===== src/source/ahb_pkg.sv =====
package ahb_pkg;

    // slave slots behind the mux
    localparam int NUM_SLAVES  = 3;
    localparam int SLV_SRAM    = 0;
    localparam int SLV_REGS    = 1;
    localparam int SLV_DEFAULT = 2;

    // memory map
    localparam logic [31:0] SRAM_BASE = 32'h0000_0000;
    localparam logic [31:0] SRAM_MASK = 32'h0000_03FF;
    localparam logic [31:0] REGS_BASE = 32'h4000_0000;
    localparam logic [31:0] REGS_MASK = 32'h0000_000F;

    localparam int SRAM_WORDS = 256;
    localparam int SRAM_AW    = $clog2(SRAM_WORDS);

    // read-only id register
    localparam logic [31:0] REG_ID_VALUE = 32'h0A5B_0001;

    typedef enum logic [1:0] {
        HTRANS_IDLE   = 2'b00,
        HTRANS_BUSY   = 2'b01,
        HTRANS_NONSEQ = 2'b10,
        HTRANS_SEQ    = 2'b11
    } htrans_e;

    typedef enum logic [2:0] {
        HSIZE_BYTE = 3'b000,
        HSIZE_HALF = 3'b001,
        HSIZE_WORD = 3'b010
    } hsize_e;

    typedef enum logic {
        HRESP_OKAY  = 1'b0,
        HRESP_ERROR = 1'b1
    } hresp_e;

    typedef enum logic [1:0] {
        DFLT_IDLE,
        DFLT_ERR1,
        DFLT_ERR2
    } dflt_state_e;

    // byte lanes touched by a transfer, little endian
    function automatic logic [3:0] byte_lanes(input hsize_e size, input logic [1:0] offset);
        logic [3:0] lanes;
        case (size)
            HSIZE_BYTE: lanes = 4'b0001 << offset;
            HSIZE_HALF: lanes = offset[1] ? 4'b1100 : 4'b0011;
            default:    lanes = 4'b1111;
        endcase
        return lanes;
    endfunction

endpackage

===== src/source/ahb_slave_mux.sv =====
module ahb_slave_mux import ahb_pkg::*; (
    input  logic                     HCLK,
    input  logic                     HRESETn,
    input  logic                     hready,
    input  logic [NUM_SLAVES-1:0]    hsel,
    input  logic [NUM_SLAVES-1:0]    slv_hreadyout,
    input  hresp_e [NUM_SLAVES-1:0]  slv_hresp,
    input  logic [NUM_SLAVES*32-1:0] slv_hrdata,
    output logic                     hreadyout,
    output hresp_e                   hresp,
    output logic [31:0]              hrdata
);

    // data-phase select, follows the address phase
    logic [NUM_SLAVES-1:0] hsel_q;

    always_ff @(posedge HCLK or negedge HRESETn) begin
        if (!HRESETn) begin
            hsel_q <= '0;
        end else if (hready) begin
            hsel_q <= hsel;
        end
    end

    // select is one-hot, so at most one slot matches
    always_comb begin
        hreadyout = 1'b1;
        hresp     = HRESP_OKAY;
        hrdata    = 32'h0;
        for (int i = 0; i < NUM_SLAVES; i++) begin
            if (hsel_q[i]) begin
                hreadyout = slv_hreadyout[i];
                hresp     = slv_hresp[i];
                hrdata    = slv_hrdata[i*32 +: 32];
            end
        end
    end

endmodule


===== config.mk =====
export PLATFORM = sky130hd
export DESIGN_NAME = ahb_slave_mux
export DESIGN_NICKNAME = d
export VERILOG_FILES = /design/src/source/ahb_pkg.sv /design/src/source/ahb_slave_mux.sv
export SDC_FILE = /design/constraint.sdc
export NUM_CORES = 1
export LEC_CHECK = 0
export ABC_AREA = 1
export BUFFER_PORTS_ARGS = -buffer_cell sky130_fd_sc_hd__buf_2
export CAP_MARGIN = 25
export CORE_ASPECT_RATIO = 1.2
export CORE_MARGIN = 3
export CORE_UTILIZATION = 30
export CTS_BUF_LIST = sky130_fd_sc_hd__clkbuf_2 sky130_fd_sc_hd__clkbuf_4 sky130_fd_sc_hd__clkbuf_8
export CTS_CLUSTER_DIAMETER = 200
export DETAILED_ROUTE_END_ITERATION = 16
export PLACE_DENSITY = 0.83
export SLEW_MARGIN = 5
export SYNTH_ARGS = -nofsm -noshare
export SYNTH_HDL_FRONTEND = slang
export SYNTH_SLANG_ARGS = --single-unit

===== constraint.sdc =====
create_clock -name HCLK -period 1.2 [get_ports HCLK]
set_input_delay 0.24 -clock HCLK [delete_from_list [all_inputs] [get_ports HCLK]]
set_output_delay 0.24 -clock HCLK [all_outputs]
set_load 0.01 [all_outputs]

==> metrics.txt <==
Max VDD drop=0.5492 mV; achievable clock frequency=660.6 MHz; clk root buf=sky130_fd_sc_hd__clkbuf_8; path category of the worst min-delay check=in2reg; mean cell area of the mapped netlist=4.220 µm²; number of synthesis warnings=0; sw frac=0.4262; fraction of layout cells with a size suffix above 1=0.5209; max reg flops=3; top-count cell post-synth=sky130_fd_sc_hd__nor2_1; commonest cells in the synthesized netlist=sky130_fd_sc_hd__nor2_1 (132), sky130_fd_sc_hd__nand2_1 (105), sky130_fd_sc_hd__buf_2 (11); combinational group share of total power=0.716; Power, Total=1587 µW; Top Registers=hsel_q: 3 flops; RSZ-0062 raised after global routing=yes; Unique masters post-synth=13; register bank with the most flops=hsel_q; Clock Sinks=3; detailed-route vias per instance=4.335; Setup-failing EPs final=34; final max-slew violation count=0; area post-placement=1942 µm²; clk_lat worst skew=220 ps; post-layout utilization of the core=0.6367; CTS tree=built; count of placed standard cells including taps=between 400 and 500; switching power=approximately 680 µW; CTS clock-pin slew for the worst setup and hold paths=about 30 ps; total count of hold-check failures in the final report=0; filler cell count in the final layout=350; final weighted congestion in routability-driven placement=0.7504; via count=1981; length of the first detailed-routing pass in iterations=4; total global routing overflow=0; flip-flop cell with the highest count after synthesis=sky130_fd_sc_hd__dfrtp_1; end point of the most critical hold path=hsel_q[1]; initial antenna violation count=0; proportion of register bits with asynchronous set or reset after synthesis=1.000; maximum count of clock buffers along a single path=2; Maximum Capacitance Violations=0; slowest stage cell, crit path=sky130_fd_sc_hd__dfrtp_1; number of H-tree levels=1; Core Footprint=3482 µm²; maximum number of pins on one net before global-route repair=40; total power per unit cell area=715.7 nW/µm²; global routing usage summed across all routing layers=0.1811; Num CTS Buffers=3; Area Overhead vs Synth=96.02%; failing checks=negative setup slack; number of global-route vias before repair=~1700; kind of critical path=reg2out; status=finished, violations left; slew at the pin closest to its max-slew limit=160.3 ps; CP most frequent cell=sky130_fd_sc_hd__nor2_2; starting density of the core=0.3248; Ports=142; synthesized instance count=around 270; Sequential Area=77.57 µm²; Tmin final=roughly 1500 ps; Setup WS pre-CTS=-94.83 ps; r2r startpoint=hsel_q[2]; Syn Nets=~380; cell area after synthesis=1131 µm²; sequential area share after synthesis=0.06637; area taken by multi-input logic gates=1061 µm²; detailed router's first-iteration violation count=59; wire length of the first global-routing pass=6520 µm; element type at the critical path end=output port; flop2flop setup slack=between 200 and 250 ps; die span in y=~73 µm; worst reg-to-reg path cell count=4; Routed wire per std cell=just over 10 µm; number of enable flip-flop cells after synthesis=0; terminus of the critical flop-to-flop path=hsel_q[2]; proportion of power drawn by flip-flops and latches=0.079; clock skew after layout=0 ps; worst slew margin relative to its limit=0.8932; number of buffer cells added on primary ports=roughly 140; diodes inserted=0; final standard cell area without fillers=2217 µm²; startpoint type of the worst setup path=flip-flop; ratio of final minimum period to clock period=1.261; Worst Setup Slack, final=-313.7 ps; beginning of the worst hold path=hsel[1]; DIE AREA=4546 µm²; half-perimeter wire length after detailed placement=3360 µm; Synth top area share=0.4381; chain of cells forming the critical path=inv_4 > buf_6 > clkbuf_16 > nor2_2 > nor2_2 > buf_2; Max FO, Critical Path=8; post-layout instance count excluding filler cells=roughly 460; WHS Path Cells=3; biggest area contributors in the synthesized netlist=sky130_fd_sc_hd__nor2_1 (44%), sky130_fd_sc_hd__nand2_1 (35%), sky130_fd_sc_hd__dfrtp_1 (6.6%); Net count, final=between 500 and 600; horizontal die dimension=a little over 60 µm; number of rows in the core area=23; clock network fraction of design power=0.206; number of nets still failing antenna checks after routing=0; internal power=a little over 900 µW; required time at the worst-slack endpoint=960 ps; Data arrival, critical path=1270 ps; critical path's largest stage delay=400 ps; P_leak=0.001287 µW; dominant cell type by area after synthesis=sky130_fd_sc_hd__nor2_1; total wire length=4749 µm; post-detailed-route DRC marker count=0; post-synthesis register bit count=3
-- power by group through the flow --
| stage | combinational (µW) | sequential (µW) | clock [µW] |
|---|---|---|---|
| finish | 1140 | 125 | 326 |
| global route | 1260 | 126 | 340 |
| CTS | 1050 | 122 | 337 |
| detailed placement | 1000 | 122 | 0 |
| global placement | 984 | 122 | 0 |
| floorplan | 602 | 115 | 0 |
-- per-stage QoR --
step	hold slack, ps	TNS, ps
after floorplan	-55.59	-295.3
after global placement	38.82	-1705
after detailed placement	40.37	-2175
after CTS	221.1	-10230
after global routing	235.0	-11690
final	226.3	-9314
-- per-layer routing --
metal	vias to the layer above	track usage	part of all wire	wire (µm)
li1	1068	-	-	-
met1	813	0.1778	0.39	1849
met2	88	0.3560	0.51	2431
met3	12	0.02285	0.079	375
met4	0	0.07547	0.020	93
met5	-	0	0	0
-- cells in the final DEF, fill, tap and decap left out, types with 2 or more instances in the layout --
cell type,count
sky130_fd_sc_hd__nand2_1,100
sky130_fd_sc_hd__o21ai_0,2
sky130_fd_sc_hd__nor2_2,42
sky130_fd_sc_hd__inv_1,2
sky130_fd_sc_hd__nor2_4,3
sky130_fd_sc_hd__buf_4,2
sky130_fd_sc_hd__clkbuf_8,3
sky130_fd_sc_hd__nand2_2,5
sky130_fd_sc_hd__dfrtp_2,2
sky130_fd_sc_hd__nor2_1,87
sky130_fd_sc_hd__clkbuf_16,3
sky130_fd_sc_hd__buf_12,5
sky130_fd_sc_hd__buf_2,141
-- cell type report --
class / count / area share
sequential: 3 / 0.03499
multi-input combinational: 242 / 0.4786
inverter: 4 / 0.01016
timing repair buffer: 154 / 0.4261
tap: 50 / 0.02822
clock buffer: 4 / 0.02201
-- worst max-delay path: cells and delay by family (launching register included) --
| family | cells | cell delay (ps) |
|---|---|---|
| buf+inv | 4 | 540 |
| flops | 1 | 400 |
| simple gates | 2 | 110 |
-- logic make-up after synthesis --
| logic type | after synthesis | synth area share |
|---|---|---|
| and+or+nand+nor | 238 | 0.7932 |
| buffers and inverters | 23 | 0.1228 |
| AOI/OAI and AO/OA | 4 | 0.01769 |
| DFF | 3 | 0.06637 |
-- worst max path at each step --
stage	start	to	slack, ps	depth (start not counted)
after floorplan	hsel_q[1]	hrdata[13]	-10	6
after global placement	hsel_q[2]	hrdata[13]	-80	6
after detailed placement	hsel_q[2]	hrdata[24]	-90	6
after CTS	hsel_q[2]	hrdata[13]	-330	6
after global routing	hsel_q[0]	hrdata[13]	-370	6
final	hsel_q[2]	hrdata[25]	-310	6
-- repair_timing --
item,in CTS,in global routing
pin swaps,5,9
hold endpoints to repair,3,0
setup buffers,1,0
endpoints found under the setup margin,34,34
resized for setup,16,25
cloned,1,3
hold buffers,1,0
(Power assumes the default switching activity.)
