File: src/source/ahb_pkg.sv
package ahb_pkg;

    // slave slots behind the mux
    localparam int NUM_SLAVES  = 3;
    localparam int SLV_SRAM    = 0;
    localparam int SLV_REGS    = 1;
    localparam int SLV_DEFAULT = 2;

    // memory map
    localparam logic [31:0] SRAM_BASE = 32'h0000_0000;
    localparam logic [31:0] SRAM_MASK = 32'h0000_03FF;
    localparam logic [31:0] REGS_BASE = 32'h4000_0000;
    localparam logic [31:0] REGS_MASK = 32'h0000_000F;

    localparam int SRAM_WORDS = 256;
    localparam int SRAM_AW    = $clog2(SRAM_WORDS);

    // read-only id register
    localparam logic [31:0] REG_ID_VALUE = 32'h0A5B_0001;

    typedef enum logic [1:0] {
        HTRANS_IDLE   = 2'b00,
        HTRANS_BUSY   = 2'b01,
        HTRANS_NONSEQ = 2'b10,
        HTRANS_SEQ    = 2'b11
    } htrans_e;

    typedef enum logic [2:0] {
        HSIZE_BYTE = 3'b000,
        HSIZE_HALF = 3'b001,
        HSIZE_WORD = 3'b010
    } hsize_e;

    typedef enum logic {
        HRESP_OKAY  = 1'b0,
        HRESP_ERROR = 1'b1
    } hresp_e;

    typedef enum logic [1:0] {
        DFLT_IDLE,
        DFLT_ERR1,
        DFLT_ERR2
    } dflt_state_e;

    // byte lanes touched by a transfer, little endian
    function automatic logic [3:0] byte_lanes(input hsize_e size, input logic [1:0] offset);
        logic [3:0] lanes;
        case (size)
            HSIZE_BYTE: lanes = 4'b0001 << offset;
            HSIZE_HALF: lanes = offset[1] ? 4'b1100 : 4'b0011;
            default:    lanes = 4'b1111;
        endcase
        return lanes;
    endfunction

endpackage
File: src/source/ahb_reg_bank.sv
module ahb_reg_bank import ahb_pkg::*; (
    input  logic        HCLK,
    input  logic        HRESETn,
    input  logic        hsel,
    input  logic        hready,
    input  logic        hwrite,
    input  htrans_e     htrans,
    input  hsize_e      hsize,
    input  logic [31:0] haddr,
    input  logic [31:0] hwdata,
    output logic        hreadyout,
    output hresp_e      hresp,
    output logic [31:0] hrdata
);

    logic [31:0] regs [3];

    logic       active;
    logic       wr_q;
    logic       rd_pend;
    logic [1:0] addr_q;
    logic [3:0] lanes_q;

    assign active = hsel && hready && (htrans == HTRANS_NONSEQ || htrans == HTRANS_SEQ);

    // rd_pend drops after one cycle, giving the single read wait state
    always_ff @(posedge HCLK or negedge HRESETn) begin
        if (!HRESETn) begin
            wr_q    <= 1'b0;
            rd_pend <= 1'b0;
        end else begin
            if (rd_pend) begin
                rd_pend <= 1'b0;
            end else if (hready) begin
                rd_pend <= active && !hwrite;
            end
            if (hready) begin
                wr_q <= active && hwrite;
            end
        end
    end

    always_ff @(posedge HCLK) begin
        if (active) begin
            addr_q  <= haddr[3:2];
            lanes_q <= byte_lanes(hsize, haddr[1:0]);
        end
    end

    // register 3 ignores writes
    always_ff @(posedge HCLK or negedge HRESETn) begin
        if (!HRESETn) begin
            for (int i = 0; i < 3; i++) begin
                regs[i] <= 32'h0;
            end
        end else if (wr_q && hready && addr_q != 2'd3) begin
            for (int i = 0; i < 4; i++) begin
                if (lanes_q[i]) begin
                    regs[addr_q][i*8 +: 8] <= hwdata[i*8 +: 8];
                end
            end
        end
    end

    always_comb begin
        case (addr_q)
            2'd0:    hrdata = regs[0];
            2'd1:    hrdata = regs[1];
            2'd2:    hrdata = regs[2];
            default: hrdata = REG_ID_VALUE;
        endcase
    end

    assign hreadyout = !rd_pend;
    assign hresp     = HRESP_OKAY;

endmodule

File: config.mk
export PLATFORM = sky130hd
export DESIGN_NAME = ahb_reg_bank
export DESIGN_NICKNAME = d
export VERILOG_FILES = /design/src/source/ahb_pkg.sv /design/src/source/ahb_reg_bank.sv
export SDC_FILE = /design/constraint.sdc
export NUM_CORES = 1
export LEC_CHECK = 0
export BUFFER_PORTS_ARGS = -buffer_cell sky130_fd_sc_hd__buf_2
export CAP_MARGIN = 0
export CORE_MARGIN = 3
export CORE_UTILIZATION = 35
export CTS_CLUSTER_DIAMETER = 150
export DETAILED_ROUTE_END_ITERATION = 6
export HOLD_SLACK_MARGIN = 0.12
export PLACE_DENSITY = 0.65
export SETUP_SLACK_MARGIN = 0.3
export SLEW_MARGIN = 25
export SYNTH_ARGS = -nofsm -noshare
export SYNTH_HDL_FRONTEND = slang
export SYNTH_SLANG_ARGS = --single-unit
File: constraint.sdc
create_clock -name HCLK -period 2.2 [get_ports HCLK]
set_clock_uncertainty 0.2 [all_clocks]
set_input_delay 0 -clock HCLK [delete_from_list [all_inputs] [get_ports HCLK]]
set_output_delay 0 -clock HCLK [all_outputs]
set_load 0.02 [all_outputs]
==> results.md <==
* Run status: finished, final reports clean
* Crit Path Max Fanout at 9
* Die W at approximately 120 um
* Area of the mapped netlist at roughly 4600 sq um
* Worst-margin pin slew at about 0.67 ns
* Final setup viols at 0
* Critical Path RT at approximately 2 ns
* Synth area leaders: dfrtp_1, mux2_2, mux2i_1
* Syn-to-layout area delta at 37.1%
* Core Box Area at about 13000 sq um
* Switch Pwr at approximately 1 mW
* Routed wire length at about 11 mm
* Max capacitance violation total at 0
* Total track usage at 0.153
* CP top delay family: buffers and inverters
* Leak at approximately 3.1 nW
* WP buf/inv at 3
* Slew Limit Fails at 0
* Mapped Nets at around 410
* Vias in the first global route at 3481
* Largest stage delay, worst path at 0.44 ns
* Post-synthesis mux area share at 0.307
* Cell count after placement at around 580
* Worst slew margin at 0.552
* CP max-delay cell: edfxtp_1
* Final hold violation count at 0
* Synthesis-stage register bit count at around 100
* Min Tclk post-route at about 1.9 ns
* Detail Route Antenna Nets at 0
* Crit path cell chain: buf_4 > bufbuf_16 > mux2i_1 > o21ai_0 > buf_2
* CTS tree: done
* Row count at approximately 40
* Register area share after synthesis at 0.573
* Hold Path Class: in2reg
* Clock Latency Late Sink at around 0.34 ns
* H-tree depth at 3
* Die area at roughly 15000 sq um
* Cell Int Power at 3.23 mW
* RSZ-0062 raised after global routing: yes
* Crit path launch type: flop
* Power share of the combinational group at 0.143
* Crit. End Element: output port
* Drt wl/cell at 16.1 um
* Simple-gate share of the synthesized area at 0.0504
* Diode count at 0
* 1st-iter DRT viols at 80
* GR Overflow Total at 0
* Distinct cells, synth at 21
* Reg clk slew, reported paths at approximately 0.070 ns
* Num CTS Buffers at 9
* Fin Setup TNS at 0 ns
* CTS Buffer Depth at 2
* First-pass detailed-route iteration total at 4
* Yosys warnings at 0
* Sw frac at 0.236
* Post-Synth Adder-Cell Area at 0
* Largest net degree at the start of global routing at 53
* Number of remaining DRC errors at 0
* Routability Congestion at slightly above 0.7
* CP Class: reg2out
* VDD IR max at approximately 0.00032 V
* Non-filler cells in the finished layout at 660
* Max Fclk at 518 MHz
* Largest family of logic cells by synthesized area: multiplexers
* Vias per cell at between 4 and 5
* Fraction of registers with async set/reset at 0.942
* Pwr dens at ~670 nW/um^2
* Initial core utilization at 0.361
* Area leader, netlist: dfrtp_1
* Post-synthesis compound-gate area fraction at 0.0477
* Initial antenna violation count at 0
* Via count at 3167
* Clock sinks at about 100
* Synth Instances at roughly 340
* I/O Pins at 108
* Clk network pwr share at 0.350
* Fin nets at around 560
* Post-synth EDFFs at 6
* Clk root buf: clkbuf_16
* WP data arrival at around 1.7 ns
* Sequential Power Share at 0.508
* Port Buf Inserts at 77
* Mapped Avg Cell Area at ~14 sq um
* First-pass GRT wire length at roughly 17 mm
* Synth Area in XOR/XNOR at 0
* Post-synth top area share at 0.534
* Ratio of final minimum period to clock period at 0.878
* Layout cells sized above 1 at 0.486
* Die Ht at 121 um
* Detailed placer's ending HPWL at approximately 6.8 mm
* Top FF cell, synth: dfrtp_1
[logic make-up after synthesis]
group | Yosys count
muxes | 128
DFF | 104
and+or+nand+nor | 48
AOI/OAI and AO/OA | 37
buffers and inverters | 21
other | 1
[final timing paths]
| path | from | end | slack [ns] | depth (start not counted) |
|---|---|---|---|---|
| max in group asynchronous | HRESETn | regs[39]$_DFFE_PN0P_ | 0.52 | 4 |
| hold / removal | haddr[3] | addr_q[1]$_DFFE_PP_ | 0.17 | 2 |
| setup / recovery | addr_q[0]$_DFFE_PP_ | hrdata[9] | 0.27 | 5 |
| setup reg to reg | addr_q[1]$_DFFE_PP_ | regs[90]$_DFFE_PN0P_ | 0.27 | 4 |
| hold reg to reg | regs[66]$_DFFE_PN0P_ | regs[66]$_DFFE_PN0P_ | 0.30 | 1 |
| min in group asynchronous | HRESETn | regs[2]$_DFFE_PN0P_ | 0.59 | 3 |
[cell type report]
class / instances / area (sq um)
clock buffers: 13 / 260
inverters: 3 / 11.3
fillers: 1146 / 6420
flip-flops and latches: 104 / 2630
multi-input cells: 214 / 1920
clock inverters: 3 / 17.5
repair buffers: 151 / 1240
well taps: 172 / 215
[worst register-to-register path: stages (launching register included)]
cell	delay [ns]
edfxtp_1	0.48
buf_4	0.19
buf_4	0.17
or3_4	0.47
mux2_2	0.30
[synth_stat cells, types with 3 or more instances]
master and instances:
buf_2 8, clkbuf_1 8, dfrtp_1 98, edfxtp_1 6, inv_1 3, mux2_2 104
mux2i_1 24, nand2_1 24, nand3_1 4, nor2_2 8, o21ai_0 28, o22a_1 8
or3_1 4
[power groups by stage]
stage                     Clock [mW]  Combinational (mW)  Sequential [mW]
after floorplan                    0               0.301             2.16
after global placement             0               0.473             2.18
after detailed placement           0               0.487             2.19
after CTS                       1.52               0.599             2.15
after global routing            1.59               0.661             2.17
final                           1.48               0.604             2.15
[sequential cells by signal, indices dropped and copies added, names as in the netlist]
name,cells
lanes_q,4
wr_q,1
addr_q,2
regs,96
rd_pend,1
[repair_timing]
| action | CTS | global route |
|---|---|---|
| endpoints found under the hold margin | 208 | 0 |
| hold buffers | 48 | 0 |
| setup buffers | 8 | 2 |
| gates resized for setup | 17 | 20 |
| gates cloned | 3 | 0 |
| endpoints found under the setup margin | 119 | 86 |
| pin swaps | 2 | 1 |
[metal layers]
metal	GRT usage	vias up	wire length, um
li1	-	1492	-
met1	0.201	1596	4840
met2	0.260	67	5280
met3	0.0243	12	359
met4	0.0510	0	155
met5	0	-	0
[metrics by stage]
stage	hold WS, ns	instance area, sq um	total power [mW]	worst slack, ns	utilization
floorplan	-0.496	4590	2.46	0.446	-
global placement	-0.128	5240	2.65	0.224	0.412
detailed placement	-0.124	5240	2.67	0.185	0.412
CTS	0.163	6240	4.27	0.252	0.490
global route	0.184	6300	4.42	0.184	0.495
finish	0.171	6300	4.24	0.269	0.495
[placed cells by master, fill, tap and decap left out, drive strengths merged, types with 2 or more instances in the layout]
cell type,synthesis,routed
dfrtp,98,98
nand2b,2,2
mux2i,24,24
nand2,24,24
edfxtp,6,6
buf,10,102
mux2,104,104
clkinv,0,2
nor2b,2,2
clkbuf,8,13
inv,3,3
nand3,4,4
or3,4,4
o21ai,28,28
nor2,10,10
dlygate4sd3,0,48
o22a,8,8
(Power assumes the default switching activity.)
