**config.mk**
```make
export PLATFORM = sky130hd
export DESIGN_NAME = ahb_decoder
export DESIGN_NICKNAME = d
export VERILOG_FILES = /design/src/source/ahb_pkg.sv /design/src/source/ahb_decoder.sv
export SDC_FILE = /design/constraint.sdc
export NUM_CORES = 1
export LEC_CHECK = 0
export ABC_AREA = 1
export BUFFER_PORTS_ARGS = -buffer_cell sky130_fd_sc_hd__buf_4
export CAP_MARGIN = 30
export CORE_AREA = 3 3 40 42
export DETAILED_ROUTE_END_ITERATION = 8
export DIE_AREA = 0 0 43 45
export SYNTH_ARGS = -nofsm -noshare
export SYNTH_HDL_FRONTEND = slang
export SYNTH_SLANG_ARGS = --single-unit
```
**constraint.sdc**
```tcl
create_clock -name vclk -period 2.9
set_clock_uncertainty 0.15 [all_clocks]
set_input_delay 0.58 -clock vclk [all_inputs]
set_output_delay 0.58 -clock vclk [all_outputs]
set_load 0.01 [all_outputs]
```
**src/source/ahb_pkg.sv**
```systemverilog
package ahb_pkg;

    // slave slots behind the mux
    localparam int NUM_SLAVES  = 3;
    localparam int SLV_SRAM    = 0;
    localparam int SLV_REGS    = 1;
    localparam int SLV_DEFAULT = 2;

    // memory map
    localparam logic [31:0] SRAM_BASE = 32'h0000_0000;
    localparam logic [31:0] SRAM_MASK = 32'h0000_03FF;
    localparam logic [31:0] REGS_BASE = 32'h4000_0000;
    localparam logic [31:0] REGS_MASK = 32'h0000_000F;

    localparam int SRAM_WORDS = 256;
    localparam int SRAM_AW    = $clog2(SRAM_WORDS);

    // read-only id register
    localparam logic [31:0] REG_ID_VALUE = 32'h0A5B_0001;

    typedef enum logic [1:0] {
        HTRANS_IDLE   = 2'b00,
        HTRANS_BUSY   = 2'b01,
        HTRANS_NONSEQ = 2'b10,
        HTRANS_SEQ    = 2'b11
    } htrans_e;

    typedef enum logic [2:0] {
        HSIZE_BYTE = 3'b000,
        HSIZE_HALF = 3'b001,
        HSIZE_WORD = 3'b010
    } hsize_e;

    typedef enum logic {
        HRESP_OKAY  = 1'b0,
        HRESP_ERROR = 1'b1
    } hresp_e;

    typedef enum logic [1:0] {
        DFLT_IDLE,
        DFLT_ERR1,
        DFLT_ERR2
    } dflt_state_e;

    // byte lanes touched by a transfer, little endian
    function automatic logic [3:0] byte_lanes(input hsize_e size, input logic [1:0] offset);
        logic [3:0] lanes;
        case (size)
            HSIZE_BYTE: lanes = 4'b0001 << offset;
            HSIZE_HALF: lanes = offset[1] ? 4'b1100 : 4'b0011;
            default:    lanes = 4'b1111;
        endcase
        return lanes;
    endfunction

endpackage
```
**src/source/ahb_decoder.sv**
```systemverilog
module ahb_decoder import ahb_pkg::*; (
    input  logic [31:0]           haddr,
    output logic [NUM_SLAVES-1:0] hsel
);

    logic hit_sram;
    logic hit_regs;

    assign hit_sram = (haddr & ~SRAM_MASK) == SRAM_BASE;
    assign hit_regs = (haddr & ~REGS_MASK) == REGS_BASE;

    // anything unmapped lands on the default slave
    always_comb begin
        hsel = '0;
        if (hit_sram) begin
            hsel[SLV_SRAM] = 1'b1;
        end else if (hit_regs) begin
            hsel[SLV_REGS] = 1'b1;
        end else begin
            hsel[SLV_DEFAULT] = 1'b1;
        end
    end

endmodule

```
==> flow_summary_export.csv, run 1 <==
group,metric,value,unit
drt,drc_errors,0,
finish,fin_nets,106,
clock_network,postCtsHoldBufs,0,
global_route,grt_pass1_wl,897,µm
place,hpwl,601,µm
timing,relSlewSlack,0.904,
finish,clkbuf_count,0,
min_path,hp-start,"haddr[22]",
timing,fin_crit_sh,0.717,
floorplanning,rows,13,
global_route,grt_antenna_before_repair,0,
global_route,grt_usage,0.0556,
timing,final_hold_viol_count,0,
yosys,synth_top_area_cell,"nor2_1",
drt,antenna_left,0,
floorplanning,die_h,45,µm
worst_setup_path,startpoint,"haddr[25]",
timing,finalSetupViolCount,0,
finish,final_layout_size_suffix_gt1_frac,0.486,
pwr,p_sw_frac,0.295,
pwr,power.density,93.6,mW/mm²
worst_setup_path,worstPathArrival,1.35,ns
global_route,grt_start_max_net_pins,3,
floorplanning,initial_core_util,0.135,
yosys,syn_inst,42,
finish,syn_to_final_growth,140,%
yosys,synth_fa_ha_area_frac,0,
place,place_inst,87,
yosys,avgSynthCellArea,4.14,µm²
timing,layout_setup_ws,0.820,ns
floorplanning,core,0.00128,mm²
yosys,synth_simple_gate_area_frac,0.892,
floorplanning,ios,35,
timing,fmax,481,MHz
timing,min_period,2.08,ns
clock_network,postCtsResizedCells,0,
drt,viasPerCell,3.67,
pwr,switchingPower,11.5,µW
yosys,ys_types,6,
drt,vias,319,
min_path,min_path_type,"input port to output port",
worst_setup_path,end_kind,"output port",
place,io_buffers,31,
finish,fin_util,0.325,
yosys,synth_mux_area_frac,0,
floorplanning,dieArea,0.00194,mm²
timing,finalSetupTns,0,ns
yosys,synth_area_leaders,"nor2_1, nand2_1, nor2_2",
global_route,grt_pass1_vias,232,
yosys,ys_seq_area_frac,0,
place,preCtsSetupSlack,0.815,ns
timing,rsz0062_at_grt,"no",
yosys,syn_area,174,µm²
finish,fillCellCount,149,
global_route,grt_overflow,0,
finish,fin_cells,87,
worst_setup_path,cp-start-kind,"input port",
timing,worstMarginPinSlew,0.144,ns
yosys,yosys.area_share.xor_xnor,0,
pwr,intPower,27.6,µW
timing,maxSlewViolCount,0,
floorplanning,die_w,43,µm
pwr,seq_power_share,0,
place,gp_congestion,0.659,
finish,seq_area,0,µm²
worst_setup_path,cp.required,2.17,ns
status,status,"finished clean",
worst_setup_path,cp_max_fo,2,
worst_setup_path,criticalPathCategory,"input port to output port",
drt,drt_iter0_markers,5,
finish,nFlopsAndLatches,0,
clock_network,post_cts_buffers,0,
drt,wire_per_inst,7.24,µm
pwr,ir_worst_vdd,0.0360,mV
yosys,synth_top_family_by_area,"simple AND/OR/NAND/NOR gates",
yosys,synth_nets,74,
drt,detail_route.first_pass.iterations,4,
finish,antenna_cells,0,
yosys,synth_compound_area_frac,0,
yosys,yosysWarningCount,0,
finish,multi_input_area,155,µm²
pwr,leakage,0.000212,µW
drt,routed_wl,630,µm
yosys,synth_top_cell_area_share,0.453,
pwr,clockPowerShare,0,
pwr,combPwrFrac,1.000,
flow_run,cap_violations,0,
-- cell usage after synthesis --
| cell | instances |
|---|---|
| nor2_2 | 4 |
| nand4_1 | 1 |
| buf_4 | 1 |
| nand2_1 | 12 |
| nor2_1 | 21 |
| inv_1 | 3 |
-- area by class of cell --
class | count | share of cell area
Multi-Input combinational cell | 38 | 0.371
Tap cell | 15 | 0.0449
Inverter | 3 | 0.0269
Timing Repair Buffer | 31 | 0.557
-- power by group through the flow --
stage	combinational (µW)	clock, µW	sequential, µW
after floorplan	8.62	0	0
final	39.1	0	0
after global routing	43.5	0	0
after detailed placement	39.6	0	0
after CTS	39.6	0	0
after global placement	39.3	0	0
-- cell families (layout without fill, tap and decap cells) --
family | Yosys count | after routing
simple gates | 38 | 38
buf+inv | 4 | 34
-- through the flow --
stage                     cell area [µm²]  hold WS [ns]  power (µW)
after global routing                  418          1.42        43.5
after detailed placement              418          1.38        39.6
after global placement                418          1.38        39.3
after floorplan                       174          1.21        8.62
final                                 418          1.38        39.1
after CTS                             418          1.39        39.6
-- final timing paths --
check | end | slack (ns) | depth (start not counted)
min | hsel[0] | 1.38 | 5
max | hsel[2] | 0.82 | 8
-- cells in the final DEF (no fill, tap or decap) --
master and n:
nand4_1 1, nand2_1 12, nor2_1 21, inv_1 3, nor2_2 4, buf_4 31
-- worst max-delay path, stage by stage --
cell	delay [ns]
buf_4	0.10
nor2_1	0.14
nand2_1	0.07
nor2_1	0.10
nand2_1	0.07
nor2_2	0.10
nor2_1	0.05
buf_4	0.13
-- layer usage --
layer / wire (µm) / track usage / share of wire
met3: 126 / 0.0159 / 0.20
met2: 240 / 0.0868 / 0.38
met4: 0 / 0 / 0
met5: 0 / 0 / 0
met1: 262 / 0.0810 / 0.42
No activity file was read; power rests on OpenSTA's default activity.
==> run 2: changes to the inputs <==
--- a/config.mk
+++ b/config.mk
@@ -5,7 +5,7 @@
 export SDC_FILE = /design/constraint.sdc
 export NUM_CORES = 1
 export LEC_CHECK = 0
-export ABC_AREA = 1
+export ABC_AREA = 0
 export BUFFER_PORTS_ARGS = -buffer_cell sky130_fd_sc_hd__buf_4
 export CAP_MARGIN = 30
 export CORE_AREA = 3 3 40 42
==> constraint.sdc (replaced) <==
create_clock -name vclk -period 1.9
set_clock_uncertainty 0.15 [all_clocks]
set_input_delay 0.38 -clock vclk [all_inputs]
set_output_delay 0.38 -clock vclk [all_outputs]
set_load 0.01 [all_outputs]
==> run 2 against run 1 <==
  * The flow now finishes with violations (setup timing)
  * Combinational power up 72%
  * Non-clock buffer count up 2
  * Synthesized cell count down 62%
  * Largest cell class unchanged
  * Sequential cell count unchanged
  * Critical path depth down 3
  * Sequential share of layout area unchanged
  * First-iteration DRC count down 100%
  * Wire length up 12%
  * Area after synthesis down 37%
  * Critical endpoint unchanged
==> flow_summary_export.csv, run 2 <==
group,metric,value,unit
status,status,"finished with violations",
status,violations,"setup timing",
timing,relSlewSlack,0.852,
pwr,leakage,0.000185,µW
finish,syn_to_final_growth,311,%
floorplanning,ios,35,
yosys,synth_area_leaders,"nor4_2, nor3_1, nor4_1",
yosys,yosysWarningCount,0,
finish,final_common_cell,"buf_4",
finish,fillCellCount,145,
worst_setup_path,critical-path-top-delay-family,"simple AND/OR/NAND/NOR gates",
floorplanning,core,0.00128,mm²
floorplanning,initial_core_util,0.0847,
floorplanning,die_h,45,µm
worst_setup_path,cp.required,1.37,ns
finish,fin_nets,82,
pwr,combPwrFrac,1.000,
timing,finalSetupTns,-0.0308,ns
floorplanning,rows,13,
worst_setup_path,worstPathArrival,1.40,ns
floorplanning,die_w,43,µm
global_route,grt_start_max_net_pins,4,
global_route,grt_pass1_vias,262,
place,gp_congestion,0.650,
drt,routed_wl,703,µm
pwr,p_sw_frac,0.315,
timing,fin_crit_sh,1.02,
flow_run,cap_violations,0,
drt,detail_route.first_pass.iterations,1,
place,io_buffers,31,
timing,rsz0062_at_grt,"yes",
timing,worstMarginPinSlew,0.221,ns
global_route,grt_usage,0.0572,
pwr,fin_total_pwr,67.4,µW
worst_setup_path,crit_path_frequent_cell,"buf_6",
pwr,intPower,46.2,µW
worst_setup_path,cp_max_fo,2,
worst_setup_path,critPathBufInv,2,
pwr,ir_worst_vdd,0.0547,mV
timing,final_hold_viol_count,0,
global_route,grt_antenna_before_repair,0,
yosys,synth_top_area_cell,"nor4_2",
pwr,power.density,150,mW/mm²
clock_network,postCtsHoldBufs,0,
drt,viasPerCell,4.14,
worst_setup_path,criticalPathCategory,"input port to output port",
floorplanning,dieArea,0.00194,mm²
finish,antenna_cells,0,
finish,seq_area,0,µm²
drt,drc_errors,0,
clock_network,post_cts_buffers,0,
yosys,netlist_top_cells_count,"nor3_1, nor4_2, nor2_1, nor4_1",
finish,clkbuf_count,0,
yosys,avgSynthCellArea,6.80,µm²
timing,fmax,518,MHz
place,dpl-instance-area,368,µm²
worst_setup_path,slowest_delay,0.38,ns
yosys,syn_area,109,µm²
worst_setup_path,cp_cell_sequence,"buf_6, nor4_4, nand4_1, or3_1, buf_6",
place,preCtsSetupSlack,-0.0721,ns
timing,layout_setup_ws,-0.0308,ns
timing,finalSetupViolCount,1,
global_route,grt_overflow,0,
finish,final_cell_mix,"buf_4, buf_6, nor4_4",
pwr,switchingPower,21.2,µW
yosys,synth_nets,48,
yosys,syn_inst,16,
finish,final_layout_size_suffix_gt1_frac,0.833,
timing,maxSlewViolCount,0,
worst_setup_path,cp-start-kind,"input port",
min_path,min_path_type,"input port to output port",
timing,min_period,1.93,ns
worst_setup_path,cpMaxStageDelayCell,"or3_1",
pwr,seq_power_share,0,
drt,drt_iter0_markers,0,
pwr,clockPowerShare,0,
yosys,ys_types,10,
worst_setup_path,cp.depth,5,
yosys,synth_top_cell_area_share,0.345,
worst_setup_path,end_kind,"output port",
finish,nFlopsAndLatches,0,
drt,wire_per_inst,11.2,µm
drt,antenna_left,0,
finish,design_area,448,µm²
yosys,ys_seq_area_frac,0,
drt,vias,261,
min_path,whs_path_depth,3,
global_route,grt_pass1_wl,931,µm
run 2: worst paths after layout:
path	from	end	slack, ns
worst max-delay path	haddr[31]	hsel[2]	-0.03
worst min-delay path	haddr[30]	hsel[0]	0.87
run 2: timing repair:
action | 4_1_cts | 5_1_grt
pin swaps | 5 | 4
gates resized for setup | 9 | 5
setup endpoints to repair | 3 | 3
run 2: tightest hold or removal path, delay by kind of cell:
kind                   cells  cell delay [ns]
AND/OR/NAND/NOR            1             0.04
buffers and inverters      2             0.22
run 2: logic make-up (layout without fill, tap and decap cells):
| group | after synthesis | after routing | synth area share |
|---|---|---|---|
| simple gates | 14 | 14 | 0.862 |
| compound gates | 1 | 1 | 0.0690 |
| buf+inv | 1 | 33 | 0.0690 |
run 2: cell type report:
type	instances	area, µm²	area share
timing repair buffer	33	270	0.603
multi-input combinational	15	159	0.355
tap	15	18.8	0.0419
run 2: through the flow:
stage / util / hold WS, ns / cells
global placement: 0.286 / 0.874 / 63
global route: 0.349 / 0.884 / 63
finish: 0.349 / 0.872 / 63
detailed placement: 0.286 / 0.883 / 63
CTS: 0.322 / 0.883 / 63
floorplan: - / 0.716 / 16
run 2: routing by layer:
layer / track usage / wire length, µm / vias up
met1: 0.0810 / 219 / 106
met2: 0.0988 / 356 / 26
li1: - / - / 129
met3: 0.00797 / 127 / 0
met4: 0 / 0 / 0
met5: 0 / 0 / -
run 2: power groups by stage:
stage | clock [µW] | combinational (µW) | sequential, µW
2_1_floorplan | 0 | 5.37 | 0
3_3_place_gp | 0 | 51.5 | 0
3_5_place_dp | 0 | 52.1 | 0
4_1_cts | 0 | 61.4 | 0
5_1_grt | 0 | 72.8 | 0
6_report | 0 | 67.4 | 0
